$ cat config.mk
export PLATFORM = sky130hd
export DESIGN_NAME = i2c_master_ctrl
export DESIGN_NICKNAME = d
export VERILOG_FILES = /design/src/hw/i2c_ctrl_pkg.sv /design/src/hw/i2c_master_ctrl.sv /design/src/hw/i2c_fifo_strobe.sv /design/src/hw/i2c_cond_timer.sv /design/src/hw/i2c_phase_seq.sv
export SDC_FILE = /design/constraint.sdc
export NUM_CORES = 1
export LEC_CHECK = 0
export BUFFER_PORTS_ARGS = -buffer_cell sky130_fd_sc_hd__buf_2
export CAP_MARGIN = 40
export CORE_ASPECT_RATIO = 1.4
export CORE_MARGIN = 8
export CORE_UTILIZATION = 60
export DETAILED_ROUTE_END_ITERATION = 10
export PLACE_DENSITY = 0.86
export SETUP_SLACK_MARGIN = 0.4
export SYNTH_ARGS = -nofsm -noshare
export SYNTH_HDL_FRONTEND = slang
export SYNTH_SLANG_ARGS = --single-unit
$ cat constraint.sdc
create_clock -name i2c_core_clock_i -period 5.39 [get_ports i2c_core_clock_i]
set_clock_uncertainty 0.1 [all_clocks]
set_input_delay 0.539 -clock i2c_core_clock_i [delete_from_list [all_inputs] [get_ports i2c_core_clock_i]]
set_output_delay 0.539 -clock i2c_core_clock_i [all_outputs]
set_load 0.01 [all_outputs]
$ cat src/hw/i2c_ctrl_pkg.sv
`default_nettype none

package i2c_ctrl_pkg;

    // ------------------------------
    // bus phases
    // ------------------------------
    typedef enum logic [3:0] {
        PH_IDLE        = 4'd0,              // bus released, waiting for enable
        PH_START       = 4'd1,              // start condition
        PH_ADDR        = 4'd2,              // slave address and rw bit
        PH_ADDR_ACK    = 4'd3,              // slave acks the address
        PH_WR_DATA     = 4'd4,              // master shifts out a byte
        PH_RD_DATA     = 4'd5,              // master shifts in a byte
        PH_WR_DATA_ACK = 4'd6,              // master drives the ack after a read byte
        PH_RD_DATA_ACK = 4'd7,              // master samples the ack after a written byte
        PH_RSTART      = 4'd8,              // repeated start condition
        PH_STOP        = 4'd9               // stop condition
    } i2c_phase_t;

    // ------------------------------
    // counters
    // ------------------------------
    localparam int CNT_W = 8;               // timing counter and prescaler width

    typedef logic [CNT_W-1:0] cnt_t;

    // bit counter values seen from the datapath
    localparam cnt_t BIT_CNT_BYTE_LAST = cnt_t'(1);    // last bit of a byte on the line
    localparam cnt_t BIT_CNT_ACK_SLOT  = cnt_t'(0);    // ack bit on the line
    localparam cnt_t BIT_CNT_MACK_DONE = cnt_t'(9);    // master ack bit finished

endpackage

`default_nettype wire
$ cat src/hw/i2c_master_ctrl.sv
`timescale 1ns/1ps
`default_nettype none

module i2c_master_ctrl (
    input  wire                       i2c_core_clock_i,
    input  wire                       reset_bit_n_i,
    input  wire                       enable_bit_i,
    input  wire                       rw_bit_i,
    input  wire                       repeat_start_bit_i,
    input  wire                       sda_i,
    input  wire                       trans_fifo_empty_i,
    input  wire                       rev_fifo_full_i,
    input  wire i2c_ctrl_pkg::cnt_t   state_done_time_i,
    input  wire i2c_ctrl_pkg::cnt_t   counter_detect_edge_i,  // from clock generator
    input  wire i2c_ctrl_pkg::cnt_t   counter_data_ack_i,     // from datapath
    input  wire i2c_ctrl_pkg::cnt_t   prescaler_i,
    output logic                      start_cnt_o,
    output logic                      write_addr_cnt_o,
    output logic                      write_data_cnt_o,
    output logic                      read_data_cnt_o,
    output logic                      write_ack_cnt_o,
    output logic                      read_ack_cnt_o,
    output logic                      stop_cnt_o,
    output logic                      repeat_start_cnt_o,
    output logic                      scl_en_o,
    output logic                      sda_en_o,
    output logic                      read_fifo_en_o,
    output logic                      write_fifo_en_o,
    output i2c_ctrl_pkg::cnt_t        repeat_start_count_o
);

    import i2c_ctrl_pkg::*;

    i2c_phase_t phase;
    i2c_phase_t phase_next;
    logic       cond_done;
    logic       scl_hold;

    i2c_phase_seq i_phase_seq (
        .i2c_core_clock_i      (i2c_core_clock_i),
        .reset_bit_n_i         (reset_bit_n_i),
        .enable_bit_i          (enable_bit_i),
        .rw_bit_i              (rw_bit_i),
        .repeat_start_bit_i    (repeat_start_bit_i),
        .sda_i                 (sda_i),
        .trans_fifo_empty_i    (trans_fifo_empty_i),
        .rev_fifo_full_i       (rev_fifo_full_i),
        .counter_detect_edge_i (counter_detect_edge_i),
        .counter_data_ack_i    (counter_data_ack_i),
        .prescaler_i           (prescaler_i),
        .cond_done_i           (cond_done),
        .phase_o               (phase),
        .phase_next_o          (phase_next)
    );

    i2c_cond_timer i_cond_timer (
        .i2c_core_clock_i      (i2c_core_clock_i),
        .reset_bit_n_i         (reset_bit_n_i),
        .phase_i               (phase),
        .phase_next_i          (phase_next),
        .enable_bit_i          (enable_bit_i),
        .state_done_time_i     (state_done_time_i),
        .counter_detect_edge_i (counter_detect_edge_i),
        .prescaler_i           (prescaler_i),
        .cond_done_o           (cond_done),
        .scl_hold_o            (scl_hold),
        .repeat_start_count_o  (repeat_start_count_o)
    );

    i2c_fifo_strobe i_fifo_strobe (
        .i2c_core_clock_i      (i2c_core_clock_i),
        .reset_bit_n_i         (reset_bit_n_i),
        .phase_i               (phase),
        .phase_next_i          (phase_next),
        .read_fifo_en_o        (read_fifo_en_o),
        .write_fifo_en_o       (write_fifo_en_o)
    );

    // ------------------------------
    // phase decode
    // ------------------------------
    assign start_cnt_o        = (phase == PH_START);
    assign write_addr_cnt_o   = (phase == PH_ADDR);
    assign write_data_cnt_o   = (phase == PH_WR_DATA);
    assign read_data_cnt_o    = (phase == PH_RD_DATA);
    assign write_ack_cnt_o    = (phase == PH_WR_DATA_ACK);     // master acks a read byte
    assign read_ack_cnt_o     = (phase == PH_ADDR_ACK) || (phase == PH_RD_DATA_ACK);
    assign stop_cnt_o         = (phase == PH_STOP);
    assign repeat_start_cnt_o = (phase == PH_RSTART);

    // master owns sda everywhere except where the slave answers
    assign sda_en_o = (phase == PH_START) || (phase == PH_ADDR) || (phase == PH_WR_DATA) ||
                      (phase == PH_WR_DATA_ACK) || (phase == PH_RSTART) || (phase == PH_STOP);

    assign scl_en_o = (phase != PH_IDLE) && (phase != PH_START) && !scl_hold;

endmodule

`default_nettype wire

$ cat src/hw/i2c_fifo_strobe.sv
`timescale 1ns/1ps
`default_nettype none

module i2c_fifo_strobe (
    input  wire                              i2c_core_clock_i,
    input  wire                              reset_bit_n_i,
    input  wire i2c_ctrl_pkg::i2c_phase_t    phase_i,
    input  wire i2c_ctrl_pkg::i2c_phase_t    phase_next_i,
    output logic                             read_fifo_en_o,    // pop the transmit fifo
    output logic                             write_fifo_en_o    // push the receive fifo
);

    import i2c_ctrl_pkg::*;

    logic rd_armed_q;
    logic wr_armed_q;
    logic wr_byte_end;
    logic rd_byte_end;

    assign wr_byte_end = (phase_i == PH_WR_DATA) && (phase_next_i == PH_RD_DATA_ACK);
    assign rd_byte_end = (phase_i == PH_RD_DATA) && (phase_next_i == PH_WR_DATA_ACK);

    always_ff @(posedge i2c_core_clock_i) begin
        if (!reset_bit_n_i) begin
            read_fifo_en_o  <= 1'b0;
            write_fifo_en_o <= 1'b0;
            rd_armed_q      <= 1'b0;
            wr_armed_q      <= 1'b0;
        end else begin
            read_fifo_en_o  <= wr_byte_end && rd_armed_q;
            write_fifo_en_o <= rd_byte_end && wr_armed_q;

            if (wr_byte_end && rd_armed_q)
                rd_armed_q <= 1'b0;                         // one pop per byte
            else if (phase_next_i == phase_i)
                rd_armed_q <= 1'b1;

            if (rd_byte_end && wr_armed_q)
                wr_armed_q <= 1'b0;
            else if (phase_next_i == phase_i)
                wr_armed_q <= 1'b1;
        end
    end

endmodule

`default_nettype wire

$ cat src/hw/i2c_cond_timer.sv
`timescale 1ns/1ps
`default_nettype none

module i2c_cond_timer (
    input  wire                              i2c_core_clock_i,
    input  wire                              reset_bit_n_i,
    input  wire i2c_ctrl_pkg::i2c_phase_t    phase_i,
    input  wire i2c_ctrl_pkg::i2c_phase_t    phase_next_i,
    input  wire                              enable_bit_i,
    input  wire i2c_ctrl_pkg::cnt_t          state_done_time_i,
    input  wire i2c_ctrl_pkg::cnt_t          counter_detect_edge_i,
    input  wire i2c_ctrl_pkg::cnt_t          prescaler_i,
    output logic                             cond_done_o,
    output logic                             scl_hold_o,            // keep scl low for now
    output i2c_ctrl_pkg::cnt_t               repeat_start_count_o
);

    import i2c_ctrl_pkg::*;

    cnt_t ss_cnt_q;                                         // start and stop countdown
    cnt_t rs_cnt_q;                                         // repeated start countdown
    logic bit_tick;

    assign bit_tick = (counter_detect_edge_i == prescaler_i);

    // ------------------------------
    // start / stop counter
    // ------------------------------
    always_ff @(posedge i2c_core_clock_i) begin
        if (!reset_bit_n_i) begin
            ss_cnt_q <= state_done_time_i;
        end else if (phase_i == PH_STOP && phase_next_i == PH_IDLE && enable_bit_i) begin
            ss_cnt_q <= {state_done_time_i[CNT_W-2:0], 1'b0};   // longer bus free time
        end else if (phase_i == PH_IDLE) begin
            if (!enable_bit_i)
                ss_cnt_q <= state_done_time_i;
            else if (ss_cnt_q != '0)
                ss_cnt_q <= ss_cnt_q - 1'b1;                // core cycles, not ticks
            else
                ss_cnt_q <= state_done_time_i;              // leaving for start
        end else if (phase_i == PH_START || phase_i == PH_STOP) begin
            if (bit_tick && ss_cnt_q != '0)
                ss_cnt_q <= ss_cnt_q - 1'b1;
        end else begin
            ss_cnt_q <= state_done_time_i;
        end
    end

    // ------------------------------
    // repeated start counter
    // ------------------------------
    always_ff @(posedge i2c_core_clock_i) begin
        if (!reset_bit_n_i)
            rs_cnt_q <= '0;
        else if (phase_i == PH_RSTART && rs_cnt_q != '0 && bit_tick)
            rs_cnt_q <= rs_cnt_q - 1'b1;
        else if (phase_next_i == PH_RSTART && phase_i != PH_RSTART)
            rs_cnt_q <= prescaler_i + 1'b1;                 // chosen in an ack phase
    end

    always_comb begin
        cond_done_o = 1'b0;
        scl_hold_o  = 1'b0;
        case (phase_i)
            PH_IDLE:   cond_done_o = (ss_cnt_q == '0);
            PH_START:  cond_done_o = (ss_cnt_q <= cnt_t'(1));
            PH_STOP: begin
                cond_done_o = (ss_cnt_q == '0);
                scl_hold_o  = (ss_cnt_q == state_done_time_i);  // before the first tick
            end
            PH_RSTART: begin
                cond_done_o = (rs_cnt_q == '0);
                scl_hold_o  = (rs_cnt_q > prescaler_i);
            end
            default: begin
                cond_done_o = 1'b0;
            end
        endcase
    end

    assign repeat_start_count_o = rs_cnt_q;

endmodule

`default_nettype wire

$ cat src/hw/i2c_phase_seq.sv
`timescale 1ns/1ps
`default_nettype none

module i2c_phase_seq (
    input  wire                       i2c_core_clock_i,
    input  wire                       reset_bit_n_i,
    input  wire                       enable_bit_i,         // enable from command register
    input  wire                       rw_bit_i,             // 1 reads from the slave
    input  wire                       repeat_start_bit_i,   // end with repeated start, not stop
    input  wire                       sda_i,                // sampled sda, high is a nack
    input  wire                       trans_fifo_empty_i,
    input  wire                       rev_fifo_full_i,
    input  wire i2c_ctrl_pkg::cnt_t   counter_detect_edge_i,
    input  wire i2c_ctrl_pkg::cnt_t   counter_data_ack_i,   // bit count from datapath
    input  wire i2c_ctrl_pkg::cnt_t   prescaler_i,
    input  wire                       cond_done_i,          // condition timer finished
    output i2c_ctrl_pkg::i2c_phase_t  phase_o,
    output i2c_ctrl_pkg::i2c_phase_t  phase_next_o
);

    import i2c_ctrl_pkg::*;

    i2c_phase_t phase_q;
    i2c_phase_t pend_q;                                     // choice held until the bit tick
    i2c_phase_t pend_d;
    i2c_phase_t end_phase;                                  // where a finished transfer goes
    logic       bit_tick;
    logic       byte_last;
    logic       ack_slot;
    logic       mack_done;

    assign bit_tick  = (counter_detect_edge_i == prescaler_i);
    assign byte_last = (counter_data_ack_i == BIT_CNT_BYTE_LAST);
    assign ack_slot  = (counter_data_ack_i == BIT_CNT_ACK_SLOT);
    assign mack_done = (counter_data_ack_i == BIT_CNT_MACK_DONE);
    assign end_phase = repeat_start_bit_i ? PH_RSTART : PH_STOP;

    // ------------------------------
    // next phase decision
    // ------------------------------
    always_comb begin
        pend_d = pend_q;                                    // keep an earlier choice
        case (phase_q)
            PH_IDLE: begin
                if (enable_bit_i && cond_done_i)
                    pend_d = PH_START;
                else
                    pend_d = PH_IDLE;
            end
            PH_START: begin
                pend_d = cond_done_i ? PH_ADDR : PH_START;
            end
            PH_ADDR: begin
                if (byte_last)
                    pend_d = PH_ADDR_ACK;
            end
            PH_ADDR_ACK: begin
                if (ack_slot) begin
                    if (sda_i)
                        pend_d = end_phase;                 // address not acked
                    else if (rw_bit_i)
                        pend_d = PH_RD_DATA;
                    else
                        pend_d = PH_WR_DATA;
                end
            end
            PH_WR_DATA: begin
                if (byte_last)
                    pend_d = PH_RD_DATA_ACK;
            end
            PH_RD_DATA: begin
                if (byte_last)
                    pend_d = PH_WR_DATA_ACK;
            end
            PH_RD_DATA_ACK: begin
                if (ack_slot) begin
                    if (sda_i || trans_fifo_empty_i)
                        pend_d = end_phase;
                    else
                        pend_d = PH_WR_DATA;
                end
            end
            PH_WR_DATA_ACK: begin
                if (mack_done)
                    pend_d = rev_fifo_full_i ? end_phase : PH_RD_DATA;
            end
            PH_RSTART: begin
                pend_d = cond_done_i ? PH_ADDR : PH_RSTART;
            end
            PH_STOP: begin
                pend_d = cond_done_i ? PH_IDLE : PH_STOP;
            end
            default: begin
                pend_d = PH_IDLE;
            end
        endcase
    end

    // ------------------------------
    // phase register
    // ------------------------------
    always_ff @(posedge i2c_core_clock_i) begin
        if (!reset_bit_n_i) begin
            phase_q <= PH_IDLE;
            pend_q  <= PH_IDLE;
        end else begin
            pend_q <= pend_d;
            case (phase_q)
                PH_IDLE, PH_START, PH_RSTART, PH_STOP: begin
                    phase_q <= pend_d;                      // timer decides, no tick needed
                end
                PH_WR_DATA_ACK: begin
                    if (bit_tick && mack_done)
                        phase_q <= pend_d;
                end
                PH_ADDR, PH_ADDR_ACK, PH_WR_DATA, PH_RD_DATA, PH_RD_DATA_ACK: begin
                    if (bit_tick)
                        phase_q <= pend_q;                  // same phase until a choice is held
                end
                default: begin
                    phase_q <= PH_IDLE;
                end
            endcase
        end
    end

    assign phase_o      = phase_q;
    assign phase_next_o = pend_d;

endmodule

`default_nettype wire

* Word-level counts from Yosys, hierarchy flattened
Index checks and enable logic that the tools add are counted.
** Storage, ports and cells
- Bits of input ports :: 40
- Logic and storage cells :: 104
- Bits in registers :: 28
** Operators by class
- Add/sub/neg operators :: 3
- Equal/unequal tests :: 22
- Muxes and demuxes :: 30
- Reduce and logical (&&, ||, !) cells :: 38
- Magnitude comparators :: 2
- Bitwise gates (word level) :: 1
** Operators with widths (number)
- 2-to-1 mux 8 bit :: 9
- 2-to-1 mux 4 bit :: 13
- one-hot mux 4 bit (10 select lines) :: 1
- == test 4 x 3 -> 1 bit, second input constant :: 6
- logical NOT 8 bit :: 3
- == test 8 bit :: 2
- nonzero test 8 bit :: 2
- subtractor 8 x 1 -> 8 bit, second input constant :: 2
- logical AND 1 bit :: 14
- == test 4 bit, second input constant :: 3
- one-hot mux 4 bit (3 select lines) :: 1
- adder 8 x 1 -> 8 bit, second input constant :: 1
- == test 4 x 2 -> 1 bit, second input constant :: 2
- == test 8 x 1 -> 1 bit, second input constant :: 1
- == test 8 x 4 -> 1 bit, second input constant :: 1
- greater-than comparator 8 bit :: 1
- <= comparator 8 x 1 -> 1 bit, second input constant :: 1
- logical NOT 4 bit :: 2
- logical OR 1 bit :: 8
- OR reduction 2 bit :: 3
- inequality test 5 x 3 -> 1 bit, second input constant :: 1
- OR reduction 5 bit :: 1
- == test 4 x 1 -> 1 bit, second input constant :: 1
- == test 4 bit :: 1
- other kinds (13) :: 16

* Depth between registers and ports, before layout
Gate-level depths: netlist of run 1.
- Depth in word-level cells :: 11
- Gate-level depth with buffers :: 11
- Depth with buffers taken out :: 9

* Modules after synthesis
From an unflattened synthesis of run 1, not the netlist that was laid out.
** Second synthesis, totals
- Cell total of the unflattened synthesis :: 355
- Area, all modules :: 2881.5 um^2
** By module, submodules not included
- i2c_cond_timer :: area each 1716.6 um^2, instances 1, seq. area each 400.4 um^2, cells an instance 203
- i2c_phase_seq :: area each 860.8 um^2, instances 1, seq. area each 160.2 um^2, cells an instance 115
- i2c_fifo_strobe :: area each 197.7 um^2, instances 1, seq. area each 80.1 um^2, cells an instance 19
- i2c_master_ctrl :: area each 106.4 um^2, instances 1, seq. area each 0.0 um^2, cells an instance 18

* Least setup slack after synthesis of run 1
No wires, ideal clock.
- Path kind :: input-to-output
- Start point :: in prescaler_i[2]
- End point :: out scl_en_o
- Arrival time :: 1956 ps
- Slack :: 2795 ps
- Buffers on the path :: 1
- Stages :: 9
- Cells stage by stage :: clkbuf_1 inv_1 ha_1 o21a_1 o21a_1 o21a_1 o21ai_0 nand2b_1 a31oi_1
** On the way
- Longest elaborated chain between the ends :: 4
** RTL lines
- start: declaration :: line i2c_master_ctrl.sv:16 : input wire i2c_ctrl_pkg::cnt_t prescaler_i,
- greater-than comparator 8 bit :: line i2c_cond_timer.sv:73 : scl_hold_o = (rs_cnt_q > prescaler_i);
- one-hot mux 1 bit (2 select lines) :: line i2c_cond_timer.sv:64 : case (phase_i)
- logical NOT 1 bit :: line i2c_master_ctrl.sv:95 : assign scl_en_o = (phase != PH_IDLE) && (phase != PH_START) && !scl_hold;
- logical AND 1 bit :: line i2c_master_ctrl.sv:95
- end: declaration :: line i2c_master_ctrl.sv:25 : output logic scl_en_o,
No other way between the ends.

* Worst setup path after layout of run 1
- Start point :: reg i_phase_seq.phase_q[0], in the netlist i_phase_seq.phase_o[0]
- End point :: reg i_cond_timer.rs_cnt_q[4], in the netlist i_cond_timer.repeat_start_count_o[4]
** On the way
- Longest elaborated chain between the ends :: 9
- Elaborated cells between the ends (all ways) :: 25
** RTL lines
- start: declaration :: line i2c_phase_seq.sv:23 : i2c_phase_t phase_q;
- start signal: assignment :: line i2c_phase_seq.sv:110 : phase_q <= pend_d;
- start signal: assignment :: line i2c_phase_seq.sv:114 : phase_q <= pend_d;
- start signal: assignment :: line i2c_phase_seq.sv:118 : phase_q <= pend_q;
- == test 4 bit / logical NOT 4 bit (equally long branches) :: line i2c_cond_timer.sv:64, i2c_phase_seq.sv:43
- OR reduction 2 bit (no source line)
- one-hot mux 1 bit (3 select lines) :: line i2c_cond_timer.sv:64
- logical AND 1 bit :: line i2c_phase_seq.sv:45 : if (enable_bit_i && cond_done_i)
- 2-to-1 mux 1 bit :: line i2c_phase_seq.sv:45
- one-hot mux 4 bit (10 select lines) :: line i2c_phase_seq.sv:43 : case (phase_q)
- == test 4 bit :: line i2c_cond_timer.sv:57 : else if (phase_next_i == PH_RSTART && phase_i != PH_RSTART)
- logical AND 1 bit :: line i2c_cond_timer.sv:57
- nonzero test 2 bit (no source line)
- end signal: assignment :: line i2c_cond_timer.sv:56 : rs_cnt_q <= rs_cnt_q - 1'b1;
- end signal: assignment :: line i2c_cond_timer.sv:58 : rs_cnt_q <= prescaler_i + 1'b1;
- end: declaration :: line i2c_cond_timer.sv:21 : cnt_t rs_cnt_q;
Several ways; a longest one is shown, not always the timed one.
A chain may end at the register's enable or synchronous reset.

==> flow_summary_export.csv, run 1 <==
group,metric,value,unit
clock_tree,clk_latency,0.28,ns
placement,gp_congestion,0.948,
setup_path,crit_path_max_incr_delay,0.69,ns
setup_path,critical_path.endpoint_type,"register",
placement,place_hpwl,6470,um
timing,fin_crit_sh,57.5,%
floorplan,start_util,61.0,%
flow_run,cap_violations,0,
drt,avgRoutedWirePerCell,17.7,um
global_routing,gr-total-overflow,0,
logic_synthesis,synth.top_cells.by_count,"31 x nand2_1, 27 x nor2_1, 20 x dfxtp_1, 20 x nand3_1, 20 x xnor2_1",
logic_synthesis,synth_area_per_cell,8.17,um^2
drt,drt_iter0_drc,212,
timing,fin_setup_tns,0,ns
logic_synthesis,synthDominantCellAreaShare,13.9,%
timing,worst_slew_pin_slew,0.747,ns
finish,finalNetCount,458,
floorplan,chipWidth,74.6,um
power,leakage,0.00137,uW
setup_path,timing.critical_path.slowest_stage_cell,"dfxtp_1",
clock_tree,cts_tree,"done",
logic_synthesis,syn-instance-count,353,
finish,diode_insertion_count_for_antenna_repair,0,
logic_synthesis,synthFlopType,"dfxtp_1",
logic_synthesis,synth_enable_flop_cells,8,
global_routing,via_count_of_the_first_global_routing_pass,2946,
timing,finalHoldViolCount,0,
finish,final_layout_size_suffix_gt1_share,23.5,%
global_routing,grt_start_max_net_pins,25,
setup_path,worst-setup-path-type,"register to register",
finish,flow.area_growth_from_synthesis,13.0,%
clock_tree,clock_pin_slew_of_the_registers_on_the_worst_case_setup_and_hold_paths,0.10,ns
timing,finalMaxSlewViolations,0,
timing,period_minus_slack,3.10,ns
power,worst_ir_drop_vdd,0.111,mV
power,powerDensity,153,nW/um^2
drt,via_count,2911,
status,outcome,"complete, no violations",
floorplan,dieHeight,98.0,um
drt,dr.pass1.iters,4,
timing,rsz_0062_raised_after_global_routing,"false",
global_routing,grt_antenna_before_repair,0,
global_routing,grt_usage,22.5,%
timing,worst_slack,2.29,ns
setup_path,worst_path_most_repeated_cell,"nand3_2",
setup_path,startpoint_class,"register",
setup_path,critPathTopFamily,"simple AND/OR/NAND/NOR gates",
logic_synthesis,synth_async_sr_flop_share,0,%
logic_synthesis,syn_nets,406,
floorplan,number_of_primary_i_o_pins,60,
drt,detail_route.drc_violations,0,
clock_tree,cts_buffer_depth,2,
clock_tree,cts_sinks,28,
logic_synthesis,seq_area_frac_synth,22.2,%
logic_synthesis,yosys_register_bits,28,
placement,pre_cts_ws,2.27,ns
logic_synthesis,synthMostInstantiatedCell,"nand2_1",
timing,setup_viol_count_final,0,
clock_tree,cts_htree_levels,1,
clock_tree,postCtsHoldBufs,0,
setup_path,cp.required,5.48,ns
floorplan,design.core.area,4730,um^2
logic_synthesis,synthesis.area,2880,um^2
placement,count_of_buffers_inserted_at_the_top_level_ports,59,
floorplan,die_area,7310,um^2
worst_hold_path,min_path_type,"register to register",
clock_tree,postCtsSetupRepairBufs,0,
logic_synthesis,yosys-top-cells-area,"dfxtp_1 14%, edfxtp_1 8.3%, xnor2_1 6.1%, ha_1 5.6%, nand2_1 4.0%",
setup_path,crit_arrival,3.19,ns
timing,slew_headroom,50.0,%
logic_synthesis,ys_warn_count,0,
setup_path,crit_fanout,13,
setup_path,crit_buf_inv,2,
global_routing,grt_pass1_wl,13600,um
clock_tree,post_cts_resized,0,
drt,drt-vias-per-instance,6.22,
drt,drt.antenna.violating_nets,0,
floorplan,floorplan.rows,30,
logic_synthesis,yosys.area.top_type,"dfxtp_1",
logic_synthesis,ys_types,83,
clock_tree,cts_made_buffers,3,
setup_path,timing.critical_path.cells,"inv_1 > nand3_2 > inv_2 > nand3_2 > and3_4 > mux2_2 > nor2_1 > a21oi_1 > o21a_1",
timing,fmax,323,MHz
clock_tree,clock-root-buffer,"clkbuf_8",
drt,route.final.wire_length,8290,um
-- worst register-to-register path, stage by stage (launching register included) --
cell and delay [ns]:
dfxtp_1 0.69, inv_1 0.29, nand3_2 0.21, inv_2 0.09, nand3_2 0.10, and3_4 0.22
mux2_2 0.36, nor2_1 0.59, a21oi_1 0.14, o21a_1 0.22
-- registers in the layout, indices dropped and copies added, names as in the netlist --
name and cells:
i_cond_timer.repeat_start_count_o 8, i_cond_timer.ss_cnt_q 8, i_fifo_strobe.rd_armed_q 1, i_fifo_strobe.read_fifo_en_o 1, i_fifo_strobe.wr_armed_q 1, i_fifo_strobe.write_fifo_en_o 1, i_phase_seq.pend_q 4, i_phase_seq.phase_o 4
-- cells by family after synthesis --
family          synth area share, %
compound gates                 23.1
buf+inv                        5.38
flops                          22.2
mux                            2.21
simple gates                   31.5
fa+ha+maj                      5.64
xor+xnor                       10.0
-- final timing paths --
path,slack (ns),cells after the start,to,from
setup / recovery,2.29,9,i_cond_timer.repeat_start_count_o[4]$_SDFFE_PN0P_,i_phase_seq.phase_o[0]$_SDFFE_PN0P_
hold / removal,0.37,2,i_fifo_strobe.write_fifo_en_o$_SDFF_PN0_,i_fifo_strobe.wr_armed_q$_SDFFE_PP0N_
setup reg to reg,2.29,9,i_cond_timer.repeat_start_count_o[4]$_SDFFE_PN0P_,i_phase_seq.phase_o[0]$_SDFFE_PN0P_
hold reg to reg,0.37,2,i_fifo_strobe.write_fifo_en_o$_SDFF_PN0_,i_fifo_strobe.wr_armed_q$_SDFFE_PP0N_
-- final cells by class --
type / instances / area (um^2)
sequential: 28 / 641
inverter: 17 / 63.8
tap: 64 / 80.1
fill: 424 / 1470
clock inverter: 1 / 30.0
multi-input combinational: 293 / 2090
timing repair buffer: 62 / 315
clock buffer: 3 / 41.3
-- layer usage --
metal | part of all wire (%) | wire length [um] | GRT usage, % | up-vias
met5 | 0 | 0 | 0 | -
met1 | 39 | 3190 | 25.3 | 1344
met2 | 52 | 4350 | 39.8 | 114
li1 | - | - | - | 1431
met3 | 6.1 | 503 | 2.97 | 22
met4 | 2.9 | 243 | 9.70 | 0
-- stage by stage --
step / util [%] / std cells / hold slack, ns / cell area (um^2) / total power, uW
finish: 68.9 / 468 / 0.368 / 3260 / 498
global route: 68.9 / 468 / 0.392 / 3260 / 518
global placement: 67.1 / 462 / 0.347 / 3180 / 329
detailed placement: 67.4 / 464 / 0.356 / 3190 / 331
floorplan: - / 353 / 0.329 / 2880 / 298
CTS: 68.9 / 468 / 0.370 / 3260 / 498
-- power breakdown --
group	internal (uW)	leakage [uW]	switching (uW)	total (uW)
clock	99.6	0.0000357	70.8	170
sequential	225	0.000246	12.1	237
combinational	41.9	0.00109	49.1	91.0
-- cells in the final DEF (no fill, tap or decap), types with 3 or more instances in the layout --
cell type / count
buf_2: 60
nand2_1: 31
nor2_1: 27
xnor2_1: 20
nand3_1: 20
dfxtp_1: 20
o21ai_0: 18
a21oi_1: 14
inv_1: 13
xor2_1: 13
ha_1: 13
nor3_1: 9
nand4_1: 9
o21a_1: 9
a31oi_1: 8
nor4_1: 8
edfxtp_1: 8
and3_1: 6
and2_1: 6
o211ai_1: 4
inv_2: 3
nor2b_1: 3
nor4_4: 3
o2111ai_1: 3
a211oi_1: 3
mux2i_1: 3
or3_1: 3
clkbuf_8: 3
(Power assumes the default switching activity.)
==> run 2, diff against run 1 <==
--- a/config.mk
+++ b/config.mk
@@ -9,9 +9,9 @@
 export CAP_MARGIN = 40
 export CORE_ASPECT_RATIO = 1.4
 export CORE_MARGIN = 8
-export CORE_UTILIZATION = 60
+export CORE_UTILIZATION = 51
 export DETAILED_ROUTE_END_ITERATION = 10
-export PLACE_DENSITY = 0.86
+export PLACE_DENSITY = 0.78
 export SETUP_SLACK_MARGIN = 0.4
 export SYNTH_ARGS = -nofsm -noshare
 export SYNTH_HDL_FRONTEND = slang
==> constraint.sdc (replaced) <==
create_clock -name i2c_core_clock_i -period 2.7 [get_ports i2c_core_clock_i]
set_clock_uncertainty 0.1 [all_clocks]
set_input_delay 0.27 -clock i2c_core_clock_i [delete_from_list [all_inputs] [get_ports i2c_core_clock_i]]
set_output_delay 0.27 -clock i2c_core_clock_i [all_outputs]
set_load 0.01 [all_outputs]
==> flow_summary_export.csv, run 2 (synthesis results as in run 1) <==
group,metric,value,unit
setup_path,cp.required,2.63,ns
clock_tree,clock_pin_slew_of_the_registers_on_the_worst_case_setup_and_hold_paths,0.10,ns
drt,drt.antenna.violating_nets,0,
clock_tree,clk_latency,0.28,ns
timing,setup_viol_count_final,0,
clock_tree,clock-root-buffer,"clkbuf_8",
drt,drt_iter0_drc,201,
worst_hold_path,min_path_type,"primary input to register",
setup_path,crit_path_max_incr_delay,0.41,ns
floorplan,die_area,8350,um^2
finish,finalNetCount,511,
timing,fmax,401,MHz
power,worst_ir_drop_vdd,0.270,mV
drt,avgRoutedWirePerCell,19.5,um
drt,detail_route.drc_violations,0,
drt,dr.pass1.iters,4,
finish,n_fill_cell,378,
clock_tree,cts_sinks,28,
status,outcome,"complete, no violations",
timing,period_minus_slack,2.50,ns
global_routing,grt_antenna_before_repair,0,
setup_path,critPathTopFamily,"simple AND/OR/NAND/NOR gates",
clock_tree,cts_tree,"done",
timing,fin_crit_sh,92.5,%
drt,via_count,3307,
finish,mostFrequentLayoutCell,"buf_2",
power,powerDensity,249,nW/um^2
finish,multi_input_gate_area,2450,um^2
setup_path,worst-setup-path-type,"register to register",
power,power.total,1010,uW
timing,rsz_0062_raised_after_global_routing,"true",
floorplan,floorplan.rows,32,
placement,count_of_buffers_inserted_at_the_top_level_ports,59,
finish,final_layout_size_suffix_gt1_share,45.5,%
global_routing,gr-total-overflow,0,
clock_tree,cts_made_buffers,3,
finish,final_cell_area,4060,um^2
finish,flow.area_growth_from_synthesis,40.8,%
power,leakage,0.00174,uW
floorplan,start_util,52.6,%
global_routing,via_count_of_the_first_global_routing_pass,3341,
setup_path,timing.critical_path.slowest_stage_cell,"edfxtp_1",
placement,place_hpwl,7070,um
drt,route.final.wire_length,10200,um
finish,diode_insertion_count_for_antenna_repair,0,
timing,finalMaxSlewViolations,0,
timing,finalHoldViolCount,0,
global_routing,grt_pass1_wl,15300,um
setup_path,crit_fanout,5,
setup_path,crit_buf_inv,3,
clock_tree,cts_htree_levels,1,
timing,worst_slew_pin_slew,0.541,ns
timing,slew_headroom,63.9,%
floorplan,dieHeight,105,um
setup_path,crit_arrival,2.43,ns
floorplan,design.core.area,5490,um^2
setup_path,critical_path.endpoint_type,"register",
finish,layout.cells.most_common_list,"59 x buf_2, 48 x buf_4, 26 x nand2_1",
setup_path,timing.critical_path.cells,"inv_2 > ha_4 > nor3b_4 > buf_4 > and2_4 > or3b_4 > a21oi_4 > buf_6 > nand3_2 > o21ai_2 > a21oi_1",
placement,gp_congestion,0.928,
clock_tree,postCtsHoldBufs,0,
setup_path,startpoint_class,"register",
clock_tree,cts_buffer_depth,2,
floorplan,chipWidth,79.6,um
global_routing,grt_start_max_net_pins,19,
global_routing,grt_usage,22.2,%
flow_run,cap_violations,0,
finish,register_area,656,um^2
placement,placed_area,3440,um^2
floorplan,number_of_primary_i_o_pins,60,
drt,drt-vias-per-instance,6.30,
run 2: cell count changes in the layout (fill, tap and decap cells not counted), moves of 6 or more:
| cell | change |
|---|---|
| o21ai_0 | -10 |
| buf_4 | +46 |
| nand3_2 | +6 |
| buf_6 | +7 |
| dfxtp_1 | -6 |
| o21ai_2 | +8 |
| nand3_1 | -6 |
run 2: final timing paths:
| check | from | to | slack, ns | cells after the start |
|---|---|---|---|---|
| setup / recovery | i_cond_timer.ss_cnt_q[0]$_DFFE_PP_ | i_cond_timer.ss_cnt_q[5]$_DFFE_PP_ | 0.20 | 11 |
| hold reg to reg | i_fifo_strobe.wr_armed_q$_SDFFE_PP0N_ | i_fifo_strobe.write_fifo_en_o$_SDFF_PN0_ | 0.37 | 2 |
| setup reg to reg | i_cond_timer.ss_cnt_q[0]$_DFFE_PP_ | i_cond_timer.ss_cnt_q[5]$_DFFE_PP_ | 0.20 | 11 |
| hold / removal | state_done_time_i[0] | i_cond_timer.ss_cnt_q[0]$_DFFE_PP_ | 0.22 | 3 |
run 2: area by class of cell:
class,count,area share [%]
sequential,28,16.1
multi-input combinational,293,60.3
tap,68,2.09
inverter,17,1.57
clock buffer,4,1.36
timing repair buffer,115,18.6
run 2: metrics by stage:
stage,util (%),cells,hold slack (ns),setup WS [ns],setup TNS [ns]
floorplan,-,353,0.329,0.412,0
global placement,62.8,498,0.345,-0.0169,-0.0169
detailed placement,62.8,498,0.349,-0.0840,-0.349
CTS,67.9,513,0.213,0.291,0
global route,74.0,525,0.227,0.113,0
finish,74.0,525,0.216,0.204,0
run 2: layer usage:
metal  wire, um  vias up  global-route usage, %
met1       3660     1551                   23.1
met4        704        0                   14.0
li1           -     1542                      -
met5          0        -                      0
met3        615       61                   3.00
met2       5260      153                   39.9
run 2: where the power goes:
group	switching [uW]	internal, uW
Sequential	18.8	446
Clock	148	131
Combinational	140	129
run 2: worst min-delay path, delay by kind of cell:
kind | cells | cell delay, ns
simple gates | 1 | 0.06
buf+inv | 1 | 0.11
compound gates | 1 | 0.06
run 2: timing repair:
| action | 4_1_cts | 5_1_grt |
|---|---|---|
| setup buffers | 11 | 12 |
| hold endpoints to repair | 0 | 0 |
| gates resized for setup | 39 | 56 |
| endpoints found under the setup margin | 30 | 29 |
| pin swaps | 12 | 35 |
==> run 3, diff against run 2 <==
==> constraint.sdc (replaced) <==
create_clock -name i2c_core_clock_i -period 2.1 [get_ports i2c_core_clock_i]
set_clock_uncertainty 0.1 [all_clocks]
set_input_delay 0.21 -clock i2c_core_clock_i [delete_from_list [all_inputs] [get_ports i2c_core_clock_i]]
set_output_delay 0.21 -clock i2c_core_clock_i [all_outputs]
set_load 0.01 [all_outputs]
==> flow_summary_export.csv, run 3 (synthesis results as in run 1) <==
group,metric,value,unit
status,outcome,"complete, but fails checks",
status,failed_checks,"negative setup slack",
setup_path,crit_fanout,4,
finish,diode_insertion_count_for_antenna_repair,0,
power,pwr-share-seq,43.4,%
global_routing,grt_start_max_net_pins,16,
timing,worst_slew_pin_slew,0.617,ns
drt,via_count,4188,
clock_tree,cts_htree_levels,1,
timing,period_minus_slack,2.59,ns
drt,detail_route.drc_violations,0,
drt,drt-vias-per-instance,6.95,
worst_hold_path,min_path_type,"primary input to register",
placement,count_of_buffers_inserted_at_the_top_level_ports,59,
setup_path,critical_path.endpoint_type,"register",
setup_path,crit_buf_inv,2,
setup_path,worst-setup-path-type,"register to register",
setup_path,startpoint_class,"register",
global_routing,via_count_of_the_first_global_routing_pass,3959,
power,worst_ir_drop_vdd,0.353,mV
finish,non_filler_cells_final,603,
global_routing,grt_antenna_before_repair,0,
clock_tree,clock-root-buffer,"clkbuf_8",
finish,flow.area_growth_from_synthesis,73.7,%
power,p_sw_share,32.8,%
timing,fmax,386,MHz
power,p_comb_share,33.0,%
drt,avgRoutedWirePerCell,26.3,um
placement,placed_cells_incl_taps,556,
timing,fin_crit_sh,123,%
power,clock_power_share,23.6,%
timing,setup_viol_count_final,31,
placement,place_hpwl,7940,um
clock_tree,cts_buffer_depth,2,
global_routing,grt_usage,28.6,%
drt,drt.antenna.violating_nets,0,
clock_tree,cts_tree,"done",
finish,final_cell_area,5010,um^2
finish,final_layout_size_suffix_gt1_share,58.5,%
finish,n_fill_cell,213,
timing,fin_setup_tns,-8.34,ns
floorplan,chipWidth,79.6,um
floorplan,dieHeight,105,um
power,power.switching,448,uW
setup_path,crit_arrival,2.69,ns
timing,slew_headroom,58.7,%
setup_path,timing.critical_path.slowest_stage_cell,"or4_1",
drt,dr.pass1.iters,6,
clock_tree,cts_sinks,28,
setup_path,crit_path_max_incr_delay,0.40,ns
floorplan,design.core.area,5490,um^2
global_routing,grt_pass1_wl,19400,um
setup_path,cp.required,2.20,ns
placement,gp_congestion,0.971,
timing,finalHoldViolCount,0,
finish,layout.cells.most_common_list,"98 x buf_4, 55 x buf_2, 35 x buf_6",
power,internal_power,920,uW
finish,mostFrequentLayoutCell,"buf_4",
clock_tree,clk_latency,0.29,ns
setup_path,timing.critical_path.cells,"inv_2 > ha_4 > nor4b_4 > nand3_2 > and3_4 > mux2i_4 > buf_4 > nand2_2 > or4_1 > a31oi_1",
drt,route.final.wire_length,15800,um
flow_run,cap_violations,0,
clock_tree,postCtsHoldBufs,0,
finish,finalNetCount,589,
floorplan,floorplan.rows,32,
clock_tree,cts_made_buffers,3,
global_routing,gr-total-overflow,0,
timing,rsz_0062_raised_after_global_routing,"true",
setup_path,critPathTopFamily,"simple AND/OR/NAND/NOR gates",
floorplan,number_of_primary_i_o_pins,60,
power,powerDensity,273,nW/um^2
power,leakage,0.00216,uW
timing,worst_slack,-0.491,ns
drt,drt_iter0_drc,446,
floorplan,start_util,52.6,%
floorplan,die_area,8350,um^2
timing,finalMaxSlewViolations,0,
clock_tree,clock_pin_slew_of_the_registers_on_the_worst_case_setup_and_hold_paths,0.11,ns
placement,placed_area,3970,um^2
-- run 3: cell types whose count changed in the layout (fill, tap and decap cells not counted), moves of 3 or more --
cell,before,now
ha_4,2,5
a21oi_1,10,5
buf_2,59,55
inv_1,11,8
nor2_2,1,6
buf_6,7,35
a21oi_2,3,7
buf_4,48,98
nor2_1,24,17
nand3_4,0,3
-- run 3: area by class of cell --
type | instances | area (um^2) | area share, %
multi-input combinational | 294 | 2680 | 53.5
tap | 68 | 85.1 | 1.70
inverter | 17 | 66.3 | 1.32
timing repair buffer | 192 | 1480 | 29.5
clock buffer | 4 | 45.0 | 0.899
sequential | 28 | 658 | 13.1
-- run 3: worst paths after layout --
path                                                             to                                         startpoint  cells past startpoint  slack, ns
setup / recovery  i_cond_timer.repeat_start_count_o[0]$_SDFFE_PN0P_  i_cond_timer.repeat_start_count_o[0]$_SDFFE_PN0P_                     10      -0.49
hold / removal                   i_cond_timer.ss_cnt_q[7]$_DFFE_PP_                               state_done_time_i[7]                      3       0.19
setup reg to reg  i_cond_timer.repeat_start_count_o[0]$_SDFFE_PN0P_  i_cond_timer.repeat_start_count_o[0]$_SDFFE_PN0P_                     10      -0.49
hold reg to reg               i_fifo_strobe.rd_armed_q$_SDFFE_PP0N_              i_fifo_strobe.rd_armed_q$_SDFFE_PP0N_                      1       0.42
-- run 3: worst reg2reg max path, stage by stage, from the launching register on --
cell     delay (ns)
dfxtp_1        0.35
inv_2          0.12
ha_4           0.17
nor4b_4        0.29
nand3_2        0.21
and3_4         0.26
mux2i_4        0.22
buf_4          0.15
nand2_2        0.05
or4_1          0.40
a31oi_1        0.17
-- run 3: layer usage --
layer / track usage (%) / wire length (um) / vias to the layer above
li1: - / - / 1699
met2: 50.9 / 7780 / 397
met1: 28.5 / 5270 / 1947
met3: 5.15 / 1470 / 145
met5: 0 / 0 / -
met4: 20.2 / 1310 / 0
-- run 3: timing repair --
action                                  in CTS  in global routing
pin swaps                                   29                 41
buffers inserted                            20                 22
endpoints found under the setup margin      46                 46
endpoints found under the hold margin        0                  0
gates cloned                                 0                  1
gates resized for setup                     79                 80
-- run 3: metrics by stage --
| step | setup WS, ns | hold WS, ns | power [uW] | util (%) |
|---|---|---|---|---|
| after floorplan | -0.187 | 0.297 | 780 | - |
| after global placement | -0.363 | 0.337 | 914 | 72.4 |
| after detailed placement | -0.466 | 0.361 | 925 | 72.4 |
| after CTS | -0.306 | 0.151 | 1250 | 82.2 |
| after global routing | -0.572 | 0.195 | 1400 | 91.3 |
| final | -0.491 | 0.189 | 1370 | 91.3 |
-- run 3: power by group through the flow --
stage	combinational [uW]	sequential [uW]	clock, uW
finish	452	594	323
CTS	349	591	314
global route	469	595	337
detailed placement	318	608	0
global placement	308	606	0
floorplan	169	611	0
